`src/iagc_pkg.sv`:
```
`default_nettype none

package iagc_pkg;

    // converter sample width
    localparam int SAMPLE_W = 14;
    // gain integer and fraction widths
    localparam int QUOT_W = 8;
    localparam int FRAC_W = 8;

    typedef logic signed [SAMPLE_W-1:0] sample_t;
    typedef logic [SAMPLE_W-1:0] amplitude_t;
    typedef logic [15:0] window_t;
    typedef logic [3:0] decim_t;
    typedef logic [7:0] apb_addr_t;
    typedef logic [31:0] apb_data_t;

    // one decimated reference/error pair
    typedef struct packed {
        sample_t ref_smp;
        sample_t err_smp;
    } sample_pair_t;

    // in_phase sits above quotient and fraction in readback
    typedef struct packed {
        logic              in_phase;
        logic [QUOT_W-1:0] quotient;
        logic [FRAC_W-1:0] fraction;
    } gain_t;

    // register map
    localparam apb_addr_t REG_CTRL         = 8'h00;
    localparam apb_addr_t REG_DECIM        = 8'h04;
    localparam apb_addr_t REG_PHASE_COUNT  = 8'h08;
    localparam apb_addr_t REG_AMP_COUNT    = 8'h0C;
    localparam apb_addr_t REG_RESULT       = 8'h10;
    localparam apb_addr_t REG_RESULT_COUNT = 8'h14;

    // configuration after reset
    localparam decim_t  DEF_DECIMATOR       = 4'd4;
    localparam window_t DEF_PHASE_COUNT     = 16'd256;
    localparam window_t DEF_AMPLITUDE_COUNT = 16'd256;

endpackage

`default_nettype wire
```
`src/iagc_top.sv`:
```
`timescale 1ns/1ns
`default_nettype none

module iagc_top (
    input  wire                      i_clock,
    input  wire                      i_rst_n,
    input  wire                      i_psel,
    input  wire                      i_penable,
    input  wire                      i_pwrite,
    input  wire iagc_pkg::apb_addr_t i_paddr,
    input  wire iagc_pkg::apb_data_t i_pwdata,
    output iagc_pkg::apb_data_t      o_prdata,
    output logic                     o_pready,
    output logic                     o_pslverr,
    input  wire                      i_valid,
    input  wire iagc_pkg::sample_t   i_ref,
    input  wire iagc_pkg::sample_t   i_err
);
    import iagc_pkg::*;

    // 8 quotient + 8 fraction bits
    localparam int DIV_BITS = 16;

    logic         run;
    decim_t       decim;
    window_t      phase_count;
    window_t      amp_count;
    sample_pair_t pair;
    logic         pair_valid;
    logic         in_phase;
    amplitude_t   ref_amp;
    amplitude_t   err_amp;
    logic         amp_valid;
    gain_t        gain;
    logic         gain_valid;

    iagc_regs u_regs (
        .i_clock       (i_clock),
        .i_rst_n       (i_rst_n),
        .i_psel        (i_psel),
        .i_penable     (i_penable),
        .i_pwrite      (i_pwrite),
        .i_paddr       (i_paddr),
        .i_pwdata      (i_pwdata),
        .i_gain        (gain),
        .i_gain_valid  (gain_valid),
        .o_prdata      (o_prdata),
        .o_pready      (o_pready),
        .o_pslverr     (o_pslverr),
        .o_run         (run),
        .o_decim       (decim),
        .o_phase_count (phase_count),
        .o_amp_count   (amp_count)
    );

    sample_decimator u_decimator (
        .i_clock      (i_clock),
        .i_rst_n      (i_rst_n),
        .i_run        (run),
        .i_decim      (decim),
        .i_valid      (i_valid),
        .i_ref        (i_ref),
        .i_err        (i_err),
        .o_pair       (pair),
        .o_pair_valid (pair_valid)
    );

    // both detectors see the same decimated stream
    phase_detector u_phase_detector (
        .i_clock       (i_clock),
        .i_rst_n       (i_rst_n),
        .i_run         (run),
        .i_pair        (pair),
        .i_pair_valid  (pair_valid),
        .i_phase_count (phase_count),
        .o_in_phase    (in_phase)
    );

    amplitude_detector u_amplitude_detector (
        .i_clock      (i_clock),
        .i_rst_n      (i_rst_n),
        .i_run        (run),
        .i_pair       (pair),
        .i_pair_valid (pair_valid),
        .i_amp_count  (amp_count),
        .o_ref_amp    (ref_amp),
        .o_err_amp    (err_amp),
        .o_amp_valid  (amp_valid)
    );

    gain_processor #(
        .DIV_BITS (DIV_BITS)
    ) u_gain_processor (
        .i_clock      (i_clock),
        .i_rst_n      (i_rst_n),
        .i_ref_amp    (ref_amp),
        .i_err_amp    (err_amp),
        .i_amp_valid  (amp_valid),
        .i_in_phase   (in_phase),
        .o_gain       (gain),
        .o_gain_valid (gain_valid)
    );

endmodule

`default_nettype wire

```
`src/gain_processor.sv`:
```
`timescale 1ns/1ns
`default_nettype none

module gain_processor #(
    parameter int DIV_BITS = 16
) (
    input  wire                       i_clock,
    input  wire                       i_rst_n,
    input  wire iagc_pkg::amplitude_t i_ref_amp,
    input  wire iagc_pkg::amplitude_t i_err_amp,
    input  wire                       i_amp_valid,
    input  wire                       i_in_phase,
    output iagc_pkg::gain_t           o_gain,
    output logic                      o_gain_valid
);
    import iagc_pkg::*;

    // numerator is ref scaled by 2^FRAC_W
    localparam int NUM_W = SAMPLE_W + FRAC_W;
    localparam int CNT_W = $clog2(DIV_BITS);
    localparam logic [CNT_W-1:0] LAST_STEP = CNT_W'(DIV_BITS - 1);

    typedef enum logic {
        ST_IDLE,
        ST_DIVIDE
    } div_state_t;

    div_state_t          state_q;
    logic [CNT_W-1:0]    step_q;
    logic [NUM_W-1:0]    numer;
    logic [NUM_W-1:0]    rem_init;
    amplitude_t          divisor_q;
    amplitude_t          rem_q;
    logic [DIV_BITS-1:0] quot_q;
    logic                sat_q;
    logic                in_phase_q;
    logic [SAMPLE_W:0]   rem_shift;
    logic                rem_ge;
    amplitude_t          rem_next;
    logic [DIV_BITS-1:0] quot_next;
    logic                start;
    logic                last;

    assign numer    = {i_ref_amp, {FRAC_W{1'b0}}};
    // bits above the quotient window seed the remainder
    assign rem_init = numer >> DIV_BITS;

    assign start = (state_q == ST_IDLE) & i_amp_valid;
    assign last  = (state_q == ST_DIVIDE) & (step_q == LAST_STEP);

    // restoring step, dividend bits shift out the top of quot_q
    assign rem_shift = {rem_q, quot_q[DIV_BITS-1]};
    assign rem_ge    = (rem_shift >= {1'b0, divisor_q});
    assign rem_next  = rem_ge ? amplitude_t'(rem_shift - {1'b0, divisor_q})
                              : amplitude_t'(rem_shift);
    assign quot_next = {quot_q[DIV_BITS-2:0], rem_ge};

    // strobes taken while busy are lost
    always_ff @(posedge i_clock) begin
        if (!i_rst_n) begin
            state_q      <= ST_IDLE;
            step_q       <= '0;
            o_gain_valid <= 1'b0;
        end else begin
            o_gain_valid <= last;
            case (state_q)
                ST_IDLE: begin
                    step_q <= '0;
                    if (i_amp_valid)
                        state_q <= ST_DIVIDE;
                end
                ST_DIVIDE: begin
                    step_q <= step_q + 1'b1;
                    if (last)
                        state_q <= ST_IDLE;
                end
                default: state_q <= ST_IDLE;
            endcase
        end
    end

    always_ff @(posedge i_clock) begin
        if (start) begin
            divisor_q  <= i_err_amp;
            rem_q      <= amplitude_t'(rem_init);
            quot_q     <= numer[DIV_BITS-1:0];
            // quotient too wide, or divide by zero
            sat_q      <= (rem_init >= NUM_W'(i_err_amp));
            in_phase_q <= i_in_phase;
        end else if (state_q == ST_DIVIDE) begin
            rem_q  <= rem_next;
            quot_q <= quot_next;
        end
        if (last) begin
            o_gain.in_phase <= in_phase_q;
            o_gain.quotient <= sat_q ? '1 : quot_next[DIV_BITS-1 -: QUOT_W];
            o_gain.fraction <= sat_q ? '1 : quot_next[DIV_BITS-QUOT_W-1 -: FRAC_W];
        end
    end

endmodule

`default_nettype wire

```
`src/amplitude_detector.sv`:
```
`timescale 1ns/1ns
`default_nettype none

module amplitude_detector (
    input  wire                         i_clock,
    input  wire                         i_rst_n,
    input  wire                         i_run,
    input  wire iagc_pkg::sample_pair_t i_pair,
    input  wire                         i_pair_valid,
    input  wire iagc_pkg::window_t      i_amp_count,
    output iagc_pkg::amplitude_t        o_ref_amp,
    output iagc_pkg::amplitude_t        o_err_amp,
    output logic                        o_amp_valid
);
    import iagc_pkg::*;

    window_t    sample_cnt_q;
    amplitude_t ref_peak_q;
    amplitude_t err_peak_q;
    amplitude_t ref_mag;
    amplitude_t err_mag;
    amplitude_t ref_peak;
    amplitude_t err_peak;
    logic       window_end;

    // most negative code maps to 2^(w-1), still fits unsigned
    function automatic amplitude_t magnitude(input sample_t s);
        return s[SAMPLE_W-1] ? amplitude_t'(-s) : amplitude_t'(s);
    endfunction

    assign ref_mag = magnitude(i_pair.ref_smp);
    assign err_mag = magnitude(i_pair.err_smp);

    // first sample of a window overrides stale peak
    assign ref_peak = (sample_cnt_q == '0 || ref_mag > ref_peak_q) ? ref_mag : ref_peak_q;
    assign err_peak = (sample_cnt_q == '0 || err_mag > err_peak_q) ? err_mag : err_peak_q;

    assign window_end = (sample_cnt_q >= window_t'(i_amp_count - 1'b1));

    always_ff @(posedge i_clock) begin
        if (!i_rst_n || !i_run) begin
            sample_cnt_q <= '0;
            o_amp_valid  <= 1'b0;
        end else begin
            o_amp_valid <= i_pair_valid & window_end;
            if (i_pair_valid)
                sample_cnt_q <= window_end ? '0 : sample_cnt_q + 1'b1;
        end
    end

    // running peaks and window result
    always_ff @(posedge i_clock) begin
        if (i_pair_valid) begin
            ref_peak_q <= ref_peak;
            err_peak_q <= err_peak;
            if (window_end) begin
                o_ref_amp <= ref_peak;
                o_err_amp <= err_peak;
            end
        end
    end

endmodule

`default_nettype wire

```
`src/phase_detector.sv`:
```
`timescale 1ns/1ns
`default_nettype none

module phase_detector (
    input  wire                         i_clock,
    input  wire                         i_rst_n,
    input  wire                         i_run,
    input  wire iagc_pkg::sample_pair_t i_pair,
    input  wire                         i_pair_valid,
    input  wire iagc_pkg::window_t      i_phase_count,
    output logic                        o_in_phase
);
    import iagc_pkg::*;

    window_t sample_cnt_q;
    window_t agree_cnt_q;
    window_t agree_total;
    logic    agree;
    logic    window_end;

    // same sign bit on both channels, zero counts as positive
    assign agree = (i_pair.ref_smp[SAMPLE_W-1] == i_pair.err_smp[SAMPLE_W-1]);

    // agreements including the current sample
    assign agree_total = agree_cnt_q + window_t'(agree);
    assign window_end  = (sample_cnt_q >= window_t'(i_phase_count - 1'b1));

    always_ff @(posedge i_clock) begin
        if (!i_rst_n) begin
            sample_cnt_q <= '0;
            agree_cnt_q  <= '0;
            o_in_phase   <= 1'b0;
        end else if (!i_run) begin
            // fresh window on next run, flag held
            sample_cnt_q <= '0;
            agree_cnt_q  <= '0;
        end else if (i_pair_valid) begin
            if (window_end) begin
                sample_cnt_q <= '0;
                agree_cnt_q  <= '0;
                // strict majority of the window
                o_in_phase   <= (agree_total > (i_phase_count >> 1));
            end else begin
                sample_cnt_q <= sample_cnt_q + 1'b1;
                agree_cnt_q  <= agree_total;
            end
        end
    end

endmodule

`default_nettype wire

```
`src/sample_decimator.sv`:
```
`timescale 1ns/1ns
`default_nettype none

module sample_decimator (
    input  wire                    i_clock,
    input  wire                    i_rst_n,
    input  wire                    i_run,
    input  wire iagc_pkg::decim_t  i_decim,
    input  wire                    i_valid,
    input  wire iagc_pkg::sample_t i_ref,
    input  wire iagc_pkg::sample_t i_err,
    output iagc_pkg::sample_pair_t o_pair,
    output logic                   o_pair_valid
);
    import iagc_pkg::*;

    decim_t cnt_q;
    logic   take;

    // nth accepted valid cycle, >= covers a factor lowered mid count
    assign take = i_run & i_valid & (cnt_q >= decim_t'(i_decim - 1'b1));

    // counter restarts whenever run drops
    always_ff @(posedge i_clock) begin
        if (!i_rst_n || !i_run) begin
            cnt_q        <= '0;
            o_pair_valid <= 1'b0;
        end else begin
            o_pair_valid <= take;
            if (i_valid)
                cnt_q <= take ? '0 : cnt_q + 1'b1;
        end
    end

    // capture kept pair
    always_ff @(posedge i_clock) begin
        if (take) begin
            o_pair.ref_smp <= i_ref;
            o_pair.err_smp <= i_err;
        end
    end

endmodule

`default_nettype wire

```
`src/iagc_regs.sv`:
```
`timescale 1ns/1ns
`default_nettype none

module iagc_regs (
    input  wire                      i_clock,
    input  wire                      i_rst_n,
    input  wire                      i_psel,
    input  wire                      i_penable,
    input  wire                      i_pwrite,
    input  wire iagc_pkg::apb_addr_t i_paddr,
    input  wire iagc_pkg::apb_data_t i_pwdata,
    input  wire iagc_pkg::gain_t     i_gain,
    input  wire                      i_gain_valid,
    output iagc_pkg::apb_data_t      o_prdata,
    output logic                     o_pready,
    output logic                     o_pslverr,
    output logic                     o_run,
    output iagc_pkg::decim_t         o_decim,
    output iagc_pkg::window_t        o_phase_count,
    output iagc_pkg::window_t        o_amp_count
);
    import iagc_pkg::*;

    logic        access;
    logic        addr_hit;
    logic        addr_ro;
    logic        wr_en;
    gain_t       result_q;
    logic [15:0] result_count_q;

    // apb access phase, zero wait states
    assign access   = i_psel & i_penable;
    assign o_pready = access;

    // address decode and read mux
    always_comb begin
        addr_hit = 1'b1;
        addr_ro  = 1'b0;
        o_prdata = '0;
        case (i_paddr)
            REG_CTRL:        o_prdata = apb_data_t'(o_run);
            REG_DECIM:       o_prdata = apb_data_t'(o_decim);
            REG_PHASE_COUNT: o_prdata = apb_data_t'(o_phase_count);
            REG_AMP_COUNT:   o_prdata = apb_data_t'(o_amp_count);
            REG_RESULT: begin
                o_prdata = apb_data_t'(result_q);
                addr_ro  = 1'b1;
            end
            REG_RESULT_COUNT: begin
                o_prdata = apb_data_t'(result_count_q);
                addr_ro  = 1'b1;
            end
            default:         addr_hit = 1'b0;
        endcase
    end

    // error on unmapped offset or write to result registers
    assign o_pslverr = access & (~addr_hit | (i_pwrite & addr_ro));
    assign wr_en     = access & i_pwrite & addr_hit & ~addr_ro;

    // configuration writes, zero lengths and factors rejected
    always_ff @(posedge i_clock) begin
        if (!i_rst_n) begin
            o_run         <= 1'b0;
            o_decim       <= DEF_DECIMATOR;
            o_phase_count <= DEF_PHASE_COUNT;
            o_amp_count   <= DEF_AMPLITUDE_COUNT;
        end else if (wr_en) begin
            case (i_paddr)
                REG_CTRL: o_run <= i_pwdata[0];
                REG_DECIM: begin
                    if (decim_t'(i_pwdata) != '0)
                        o_decim <= decim_t'(i_pwdata);
                end
                REG_PHASE_COUNT: begin
                    if (window_t'(i_pwdata) != '0)
                        o_phase_count <= window_t'(i_pwdata);
                end
                REG_AMP_COUNT: begin
                    if (window_t'(i_pwdata) != '0)
                        o_amp_count <= window_t'(i_pwdata);
                end
                default: ;
            endcase
        end
    end

    // latest result and result counter, frozen while stopped
    always_ff @(posedge i_clock) begin
        if (!i_rst_n) begin
            result_q       <= '0;
            result_count_q <= '0;
        end else if (i_gain_valid && o_run) begin
            result_q       <= i_gain;
            result_count_q <= result_count_q + 1'b1;
        end
    end

endmodule

`default_nettype wire

```
`config.mk`:
```
export PLATFORM = sky130hd
export DESIGN_NAME = iagc_top
export DESIGN_NICKNAME = d
export VERILOG_FILES = /design/src/iagc_pkg.sv /design/src/iagc_top.sv /design/src/gain_processor.sv /design/src/amplitude_detector.sv /design/src/phase_detector.sv /design/src/sample_decimator.sv /design/src/iagc_regs.sv
export SDC_FILE = /design/constraint.sdc
export NUM_CORES = 1
export LEC_CHECK = 0
export BUFFER_PORTS_ARGS = -buffer_cell sky130_fd_sc_hd__buf_2
export CORE_ASPECT_RATIO = 0.8
export CORE_UTILIZATION = 40
export CTS_CLUSTER_DIAMETER = 50
export DETAILED_ROUTE_END_ITERATION = 8
export PLACE_DENSITY = 0.6
export SETUP_SLACK_MARGIN = 0.02
export SLEW_MARGIN = 40
export SYNTH_ARGS = -nofsm -noshare
export SYNTH_HDL_FRONTEND = slang
export SYNTH_SLANG_ARGS = --single-unit
```
`constraint.sdc`:
```
create_clock -name i_clock -period 5 [get_ports i_clock]
set_input_delay 1.5 -clock i_clock [delete_from_list [all_inputs] [get_ports i_clock]]
set_output_delay 1.5 -clock i_clock [all_outputs]
set_load 0.03 [all_outputs]
```
==> flow_summary.toml, run 1 <==
[global_route]
grt_max_degree = 53
grt_pass1_wl_mm = 57.0
antenna_found_initial = 2
grt_use_total_pct = 18.7
gr-total-overflow = 0
grt_pass1_vias = 10500

[cells_and_area]
num_antenna_cells = 0
mostFrequentLayoutCell = "nand2_1"
syn2layout_area_growth_pct = 13.8
final_cell_mix = "180 x nand2_1, 146 x dfxtp_1, 131 x edfxtp_1"
nNetsFinal = 1796
instances_no_fill = 2123
fillCellCount = 3393
post_route_cells_drive_above_1_share_pct = 13.1
stdcell_area_um2 = 17100

[synthesis]
synth.area.top_cells = "edfxtp_1 26%, dfxtp_1 20%, ha_1 9.4%, nand2_1 4.5%, xnor2_1 4.2%"
yosysTopAreaCell = "edfxtp_1"
synth_sequential_area_ratio_pct = 45.9
synth.distinct_cells = 66
yosysWarnings = 0
syn_inst = 1533
ys_ff_latch = 278
synth-edff-count = 131
synth.avg_cell_area_um2 = 9.77
synthFlopType = "dfxtp_1"
ys_async_sr_fraction_pct = 0
synth_top_area_share_pct = 26.3
syn_area_um2 = 15000

[routing]
routed_wl_mm = 35.5
vias_per_cell = 5.30
first_iter_violations = 991
vias = 11300
drcViolationCount = 0
drt_first_pass_iters = 6
ant_nets = 0
wire_per_inst_um = 16.7

[power]
ir_drop_mv = 0.247
p_leak_nw = 6.81
p_total_mw = 5.02
powerDensity_nw_per_um2 = 294

[floorplan]
die_w_um = 218
coreArea_um2 = 37000
placement_rows = 63
dieArea_um2 = 38200
die_h_um = 175
start_util_pct = 40.5
pin_count = 108

[sta]
setup_viol = 0
tns_ns = 0
relSlewSlack_pct = 46.8
min_period_ns = 4.76
slew_viol_final = 0
rsz0062_at_grt = "false"
hold_viol_final = 0
worst_pin_slew_ns = 0.796
period_share_pct = 95.3
finClkSkew_ns = 0.0282
fmax_mhz = 210

[hold_path]
hp-class = "reg -> reg"
hold_depth = 0
min-delay-start = "u_gain_processor.in_phase_q"
worstHoldEndpoint = "u_gain_processor.o_gain[16]"

[placed_design]
routabilityCongestion = 0.882
dp_hpwl_mm = 26.0
placed_area_um2 = 15800
io_buffers = 76
place_inst = 2058

[worst_setup_path]
critPathKind = "in -> out"
path_common_cell = "buf_2"
critPathArrivalTime_ns = 3.26
cpLargestDelayFamily = "simple AND/OR/NAND/NOR gates"
required_ns = 3.50
crit_buf_inv = 3
worst-path-max-fanout = 16
path_cells = "buf_2 > or4_4 > nor2_2 > nand2_1 > nor2_1 > buf_4 > a32oi_1 > nand3_1 > buf_2"
ff2ff_path_depth = 15
reg2reg_from = "u_decimator.o_pair[27]"
rrSetupSlack_ns = 0.76
startpoint_type = "input pin"
reg2reg_to = "u_phase_detector.o_in_phase"
cp_slowest_stage_delay_ns = 0.58
cp-end-kind = "output port"
cp_slowest_cell = "or4_4"

[clocking]
cts_max_level = 2
insertion_delay_ns = 0.52
clkTransAtPathRegs_ns = 0.06
cts_buffers = 36
hold_buffers = 0
cts_sinks = 278
cts_root_buffer = "clkbuf_16"
tritoncts = "yes"
cts_buffer_depth = 3

[status]
status = "finished clean"

[job]
cap_violations = 0
per-layer routing:
layer	track usage, %	routed length [um]
met5	0	11
met4	5.10	803
met3	3.17	2150
met2	26.4	14300
met1	28.9	18200
cell families after synthesis:
group                    after synthesis  synth area share (%)
XOR/XNOR                             115                  6.72
other                                  1                0.0250
AND/OR/NAND/NOR                      559                  18.0
multiplexers                          65                  4.59
AO/OA/AOI/OAI                        242                  10.8
flip-flops                           278                  45.9
adder cells (fa/ha/maj)              113                  9.49
buffers and inverters                160                  4.51
metrics by stage:
stage / utilization [%] / worst slack (ns) / hold WS [ns]
after floorplan: - / 0.253 / 0.399
after global placement: 42.8 / 0.193 / 0.409
after detailed placement: 42.9 / 0.169 / 0.409
after CTS: 46.1 / 0.160 / 0.418
after global routing: 46.1 / 0.109 / 0.433
final: 46.1 / 0.237 / 0.413
power breakdown:
group          switching [mW]  internal, mW
combinational          0.0533        0.0248
clock                    1.02          1.55
sequential           0.000807          2.37
total                    1.08          3.94
cell type report:
class | count | area (um^2) | share of cell area, %
clock buffer | 47 | 1000 | 5.89
clock inverter | 18 | 191 | 1.12
inverter | 91 | 344 | 2.02
multi-input combinational | 1109 | 7500 | 44.0
sequential | 278 | 6880 | 40.3
tap | 487 | 609 | 3.57
timing repair buffer | 93 | 520 | 3.05
repair_timing:
action,CTS,global route
resized for setup,0,1
setup endpoints to repair,0,4
setup buffers,0,0
sequential cells by signal, summed over array words and instances, names as in the netlist, 4 cells and up:
register                           cells
u_decimator.o_pair                    28
u_gain_processor.o_gain               17
u_regs.result_q                       17
u_amplitude_detector.sample_cnt_q     16
u_gain_processor.quot_q               16
u_phase_detector.agree_cnt_q          16
u_phase_detector.sample_cnt_q         16
u_regs.o_amp_count                    16
u_regs.o_phase_count                  16
u_regs.result_count_q                 16
u_amplitude_detector.err_peak_q       14
u_amplitude_detector.o_err_amp        14
u_amplitude_detector.o_ref_amp        14
u_amplitude_detector.ref_peak_q       14
u_gain_processor.divisor_q            14
u_gain_processor.rem_q                14
u_decimator.cnt_q                      4
u_gain_processor.step_q                4
u_regs.o_decim                         4
cell usage after synthesis (10+ instances only):
cell type  number
a21o_1         14
a21oi_1        71
a222oi_1       15
and2_1         12
and3_1         19
buf_4          15
clkbuf_1       46
dfxtp_1       147
edfxtp_1      131
ha_1          112
inv_1          89
mux2_2         30
mux2i_1        35
nand2_1       180
nand2b_1       28
nand3_1        52
nand4_1        30
nor2_1        123
nor2b_1        10
nor3_1         36
nor4_1         18
o21ai_0        47
or2_2          18
or3_1          10
xnor2_1        72
xor2_1         43
worst max path at each step:
| stage | endpoint | startpoint | depth (start not counted) | slack [ns] |
|---|---|---|---|---|
| floorplan | o_prdata[1] | i_paddr[1] | 7 | 0.25 |
| global placement | o_prdata[11] | i_paddr[1] | 9 | 0.19 |
| detailed placement | o_prdata[11] | i_paddr[1] | 9 | 0.17 |
| CTS | o_prdata[11] | i_paddr[1] | 9 | 0.16 |
| global route | o_prdata[1] | i_paddr[1] | 8 | 0.11 |
| finish | o_prdata[0] | i_paddr[1] | 9 | 0.24 |
Power figures use the tool's default switching activity.
==> run 2: changes to the inputs <==
Settings changed: CORE_ASPECT_RATIO 0.8 to 1.2.
==> run 2 against run 1 <==
Effect of this change:
- die area about the same
- highest routed layer is now met4
- routed wire length fell by 3.0%
- hold slack improved by 0.015 ns
- utilization increased by 0.18 points
- fmax shrank 1.9%
- first-iteration DRC count shrank 30%
- count of clock-buffer cells in the layout rose by 3
- critical path depth decreased by 1
- sequential power is essentially flat
- sequential share of layout area fell by 0.077 points
- clock power is 3% higher
==> flow_summary.toml, run 2 (synthesis gave the netlist of run 1 again) <==
[worst_setup_path]
cp_slowest_stage_delay_ns = 0.57
critPathArrivalTime_ns = 3.35
path_cells = "buf_2 > or4_4 > nor2_1 > and3_1 > buf_4 > a222oi_1 > nand2_1 > buf_2"
crit_buf_inv = 3
cp-end-kind = "output port"
path_common_cell = "buf_2"
reg2reg_from = "u_decimator.o_pair[27]"
critPathKind = "in -> out"
worst-path-max-fanout = 11
cp-startpoint = "i_paddr[1]"
cp_slowest_cell = "or4_4"
required_ns = 3.50
cpLargestDelayFamily = "simple AND/OR/NAND/NOR gates"
startpoint_type = "input pin"

[sta]
hold_slack_ns = 0.428
setup_viol = 0
slew_viol_final = 0
worst_pin_slew_ns = 0.773
hold_viol_final = 0
min_period_ns = 4.85
finClkSkew_ns = 0.0340
rsz0062_at_grt = "false"
tns_ns = 0
fmax_mhz = 206
relSlewSlack_pct = 48.3
period_share_pct = 97.1

[routing]
ant_nets = 0
routed_wl_mm = 34.4
drcViolationCount = 0
drt_first_pass_iters = 8
vias = 11300
vias_per_cell = 5.37
wire_per_inst_um = 16.3
first_iter_violations = 692

[power]
p_leak_nw = 6.82
powerDensity_nw_per_um2 = 298
ir_drop_mv = 0.242
power.share.clock_pct = 52.0
p_int_mw = 4.04
combPwrFrac_pct = 1.5
p_sw_mw = 1.05
swShare_pct = 20.6
seqPwrFrac_pct = 46.5

[cells_and_area]
final_cell_mix = "180 x nand2_1, 146 x dfxtp_1, 131 x edfxtp_1"
reg_top3 = "u_decimator.o_pair: 28 flops, u_gain_processor.o_gain: 17 flops, u_regs.result_q: 17 flops"
post_route_cells_drive_above_1_share_pct = 12.7
top_register = "u_decimator.o_pair"
largest_register_ffs = 28
nNetsFinal = 1795
syn2layout_area_growth_pct = 14.0
mostFrequentLayoutCell = "nand2_1"

[clocking]
tritoncts = "yes"
insertion_delay_ns = 0.53
cts_root_buffer = "clkbuf_16"
cts_buffers = 36
cts_max_level = 2
cts_buffer_depth = 3
cts_resized = 0
clkTransAtPathRegs_ns = 0.06
cts_sinks = 278
hold_buffers = 0
cts_setup_buffers = 0

[floorplan]
placement_rows = 77
die_h_um = 214
die_w_um = 179
dieArea_um2 = 38200
pin_count = 108
coreArea_um2 = 36900
start_util_pct = 40.6

[global_route]
gr-total-overflow = 0
grt_use_total_pct = 18.0
grt_pass1_wl_mm = 55.4
antenna_found_initial = 2
grt_max_degree = 52
grt_pass1_vias = 11100

[placed_design]
io_buffers = 76
dp_hpwl_mm = 25.4
routabilityCongestion = 0.904

[hold_path]
min-delay-start = "u_amplitude_detector.o_err_amp[7]"
hp-class = "reg -> reg"

[status]
status = "finished clean"

[job]
cap_violations = 0
run 2: cell count changes in the layout (fill, tap and decap cells not counted), moves of 2 or more:
cell,change
clkinv_2,-3
inv_2,+2
nor2_1,+2
clkbuf_1,+3
bufinv_16,+2
inv_6,-2
nor2_2,-3
buf_4,-2
run 2: final cells by class:
class | count | area (um^2)
tap | 474 | 593
clock inverter | 15 | 223
fill | 3487 | 19800
timing repair buffer | 92 | 528
inverter | 91 | 342
multi-input combinational | 1109 | 7500
sequential | 278 | 6880
clock buffer | 50 | 1020
antenna | 1 | 2.50
run 2: through the flow:
stage | instance area, um^2 | setup slack, ns | power [mW] | util, % | instances
6_report | 17100 | 0.147 | 5.09 | 46.3 | 2110
5_1_grt | 17100 | 0.0619 | 5.26 | 46.3 | 2109
4_1_cts | 17100 | 0.166 | 5.17 | 46.3 | 2109
3_5_place_dp | 15800 | 0.183 | 2.49 | 42.9 | 2044
3_3_place_gp | 15800 | 0.213 | 2.49 | 42.8 | 2042
2_1_floorplan | 15000 | 0.253 | 2.46 | - | 1547
run 2: power by group through the flow:
stage               logic [mW]  registers (mW)  clock network [mW]
finish                  0.0778            2.37                2.65
global route            0.0846            2.37                2.81
CTS                     0.0780            2.37                2.72
detailed placement      0.0775            2.42                   0
global placement        0.0772            2.42                   0
floorplan               0.0479            2.42                   0
run 2: path summary, 6_finish.rpt:
check                                                      to  slack (ns)  cells past startpoint
worst max register to register    u_phase_detector.o_in_phase        0.73                     15
worst max-delay path                              o_prdata[3]        0.15                      8
worst min register to register  u_gain_processor.divisor_q[7]        0.43                      0
worst min-delay path            u_gain_processor.divisor_q[7]        0.43                      0
run 2: worst reg2reg max path: cells and delay by family, from the launching register on:
family | cells | cell delay (ns)
xor+xnor | 1 | 0.35
fa+ha+maj | 3 | 0.76
simple gates | 8 | 1.81
compound gates | 3 | 0.56
flops | 1 | 0.65
run 2: layer usage:
| layer | global-route usage (%) | part of all wire, % |
|---|---|---|
| met2 | 31.4 | 49 |
| met1 | 21.7 | 43 |
| met4 | 7.80 | 4.0 |
| met3 | 2.83 | 4.5 |
| met5 | 0 | 0 |
==> run 3: changes to the inputs <==
Settings changed: PLACE_DENSITY 0.6 to default.
Clock period 5 ns to 5.69 ns, I/O delays scaled along.
==> run 3 against run 2 <==
Effect of this change:
- first-iteration DRC count grew 15%
- hold slack gained 0.014 ns
- clock power shrank 15%
- routed wire length shrank 0.22%
- highest routed layer unchanged
==> flow_summary.toml, run 3 (synthesis gave the netlist of run 1 again) <==
[power]
p_total_mw = 4.40
powerDensity_nw_per_um2 = 259
p_leak_nw = 6.78
ir_drop_mv = 0.199

[clocking]
cts_sinks = 278
clkTransAtPathRegs_ns = 0.06
cts_buffer_depth = 3
tritoncts = "yes"
hold_buffers = 0
cts_max_level = 2
cts_buffers = 36
cts_root_buffer = "clkbuf_16"
cts_setup_buffers = 0
insertion_delay_ns = 0.52
cts_resized = 0

[global_route]
grt_pass1_wl_mm = 55.2
gr-total-overflow = 0
grt_max_degree = 53
grt_pass1_vias = 10800
grt_use_total_pct = 18.0
antenna_found_initial = 1

[hold_path]
min-delay-start = "u_amplitude_detector.o_err_amp[2]"
hp-class = "reg -> reg"

[placed_design]
io_buffers = 76
routabilityCongestion = 0.902
pre_cts_slack_ns = 0.383
place_inst = 2041
dp_hpwl_mm = 25.5

[cells_and_area]
mostFrequentLayoutCell = "nand2_1"
post_route_cells_drive_above_1_share_pct = 12.7
syn2layout_area_growth_pct = 13.5
top_register = "u_decimator.o_pair"
nNetsFinal = 1792
final_cell_mix = "180 x nand2_1, 146 x dfxtp_1, 131 x edfxtp_1"
reg_top3 = "u_decimator.o_pair: 28 flops, u_gain_processor.o_gain: 17 flops, u_regs.result_q: 17 flops"
instances_no_fill = 2105
largest_register_ffs = 28

[sta]
hold_viol_final = 0
fmax_mhz = 186
tns_ns = 0
relSlewSlack_pct = 46.9
worst_pin_slew_ns = 0.794
setup_viol = 0
finClkSkew_ns = 0.0224
rsz0062_at_grt = "false"
setup_ws_ns = 0.323
period_share_pct = 94.3
min_period_ns = 5.37
slew_viol_final = 0

[routing]
route.met2.wl_mm = 16.7
routed_wl_mm = 34.3
wirelength_met1_mm = 15.1
wire_per_inst_um = 16.3
wl_met3_mm = 1.46
highest_layer = "met4"
first_iter_violations = 797
ant_nets = 0
vias_per_cell = 5.39
vias = 11400
drcViolationCount = 0
drt_first_pass_iters = 5

[worst_setup_path]
critPathKind = "in -> out"
path_cells = "buf_2 > or4_4 > nor2_1 > and3_1 > a222oi_1 > nand2_1 > buf_2"
critPathArrivalTime_ns = 3.66
crit_buf_inv = 2
rrSetupSlack_ns = 1.23
reg2reg_from = "u_decimator.o_pair[27]"
cp_slowest_stage_delay_ns = 0.57
cp-end-kind = "output port"
cpLargestDelayFamily = "simple AND/OR/NAND/NOR gates"
required_ns = 3.98
startpoint_type = "input pin"
path_common_cell = "buf_2"
cp-startpoint = "i_paddr[1]"
cp_slowest_cell = "or4_4"
worst-path-max-fanout = 16

[job]
cap_violations = 0

[floorplan]
placement_rows = 77
die_w_um = 179
pin_count = 108
start_util_pct = 40.6
dieArea_um2 = 38200
coreArea_um2 = 36900
die_h_um = 214

[status]
status = "finished clean"
## run 3: power breakdown
group          total (mW)  switching (mW)  internal, mW
registers            2.08        0.000811          2.08
logic              0.0693          0.0477        0.0216
clock network        2.25           0.852          1.40
total                4.40           0.901          3.50
## run 3: stage by stage
stage	hold WS, ns	instance area, um^2	util, %
after CTS	0.437	17000	46.1
after global routing	0.463	17000	46.1
after detailed placement	0.433	15800	42.8
final	0.442	17000	46.1
after global placement	0.432	15800	42.7
after floorplan	0.399	15000	-
## run 3: worst paths after layout
kind | to | depth (start not counted)
worst max-delay path | o_prdata[1] | 7
worst min register to register | u_gain_processor.divisor_q[2] | 0
worst max register to register | u_phase_detector.o_in_phase | 15
worst min-delay path | u_gain_processor.divisor_q[2] | 0
## run 3: cell type report
class	count	area, um^2
well taps	474	593
diodes	1	2.50
multi-input cells	1109	7500
clock buffers	43	968
clock inverters	20	228
fillers	3494	19900
flip-flops and latches	278	6880
repair buffers	89	489
inverters	91	342
## run 3: per-layer routing
layer  vias to the layer above  global-route usage, %
met1                      5384                   22.1
li1                       5632                      -
met2                       274                   31.3
met3                        60                   2.83
met5                         -                      0
met4                         0                   6.61
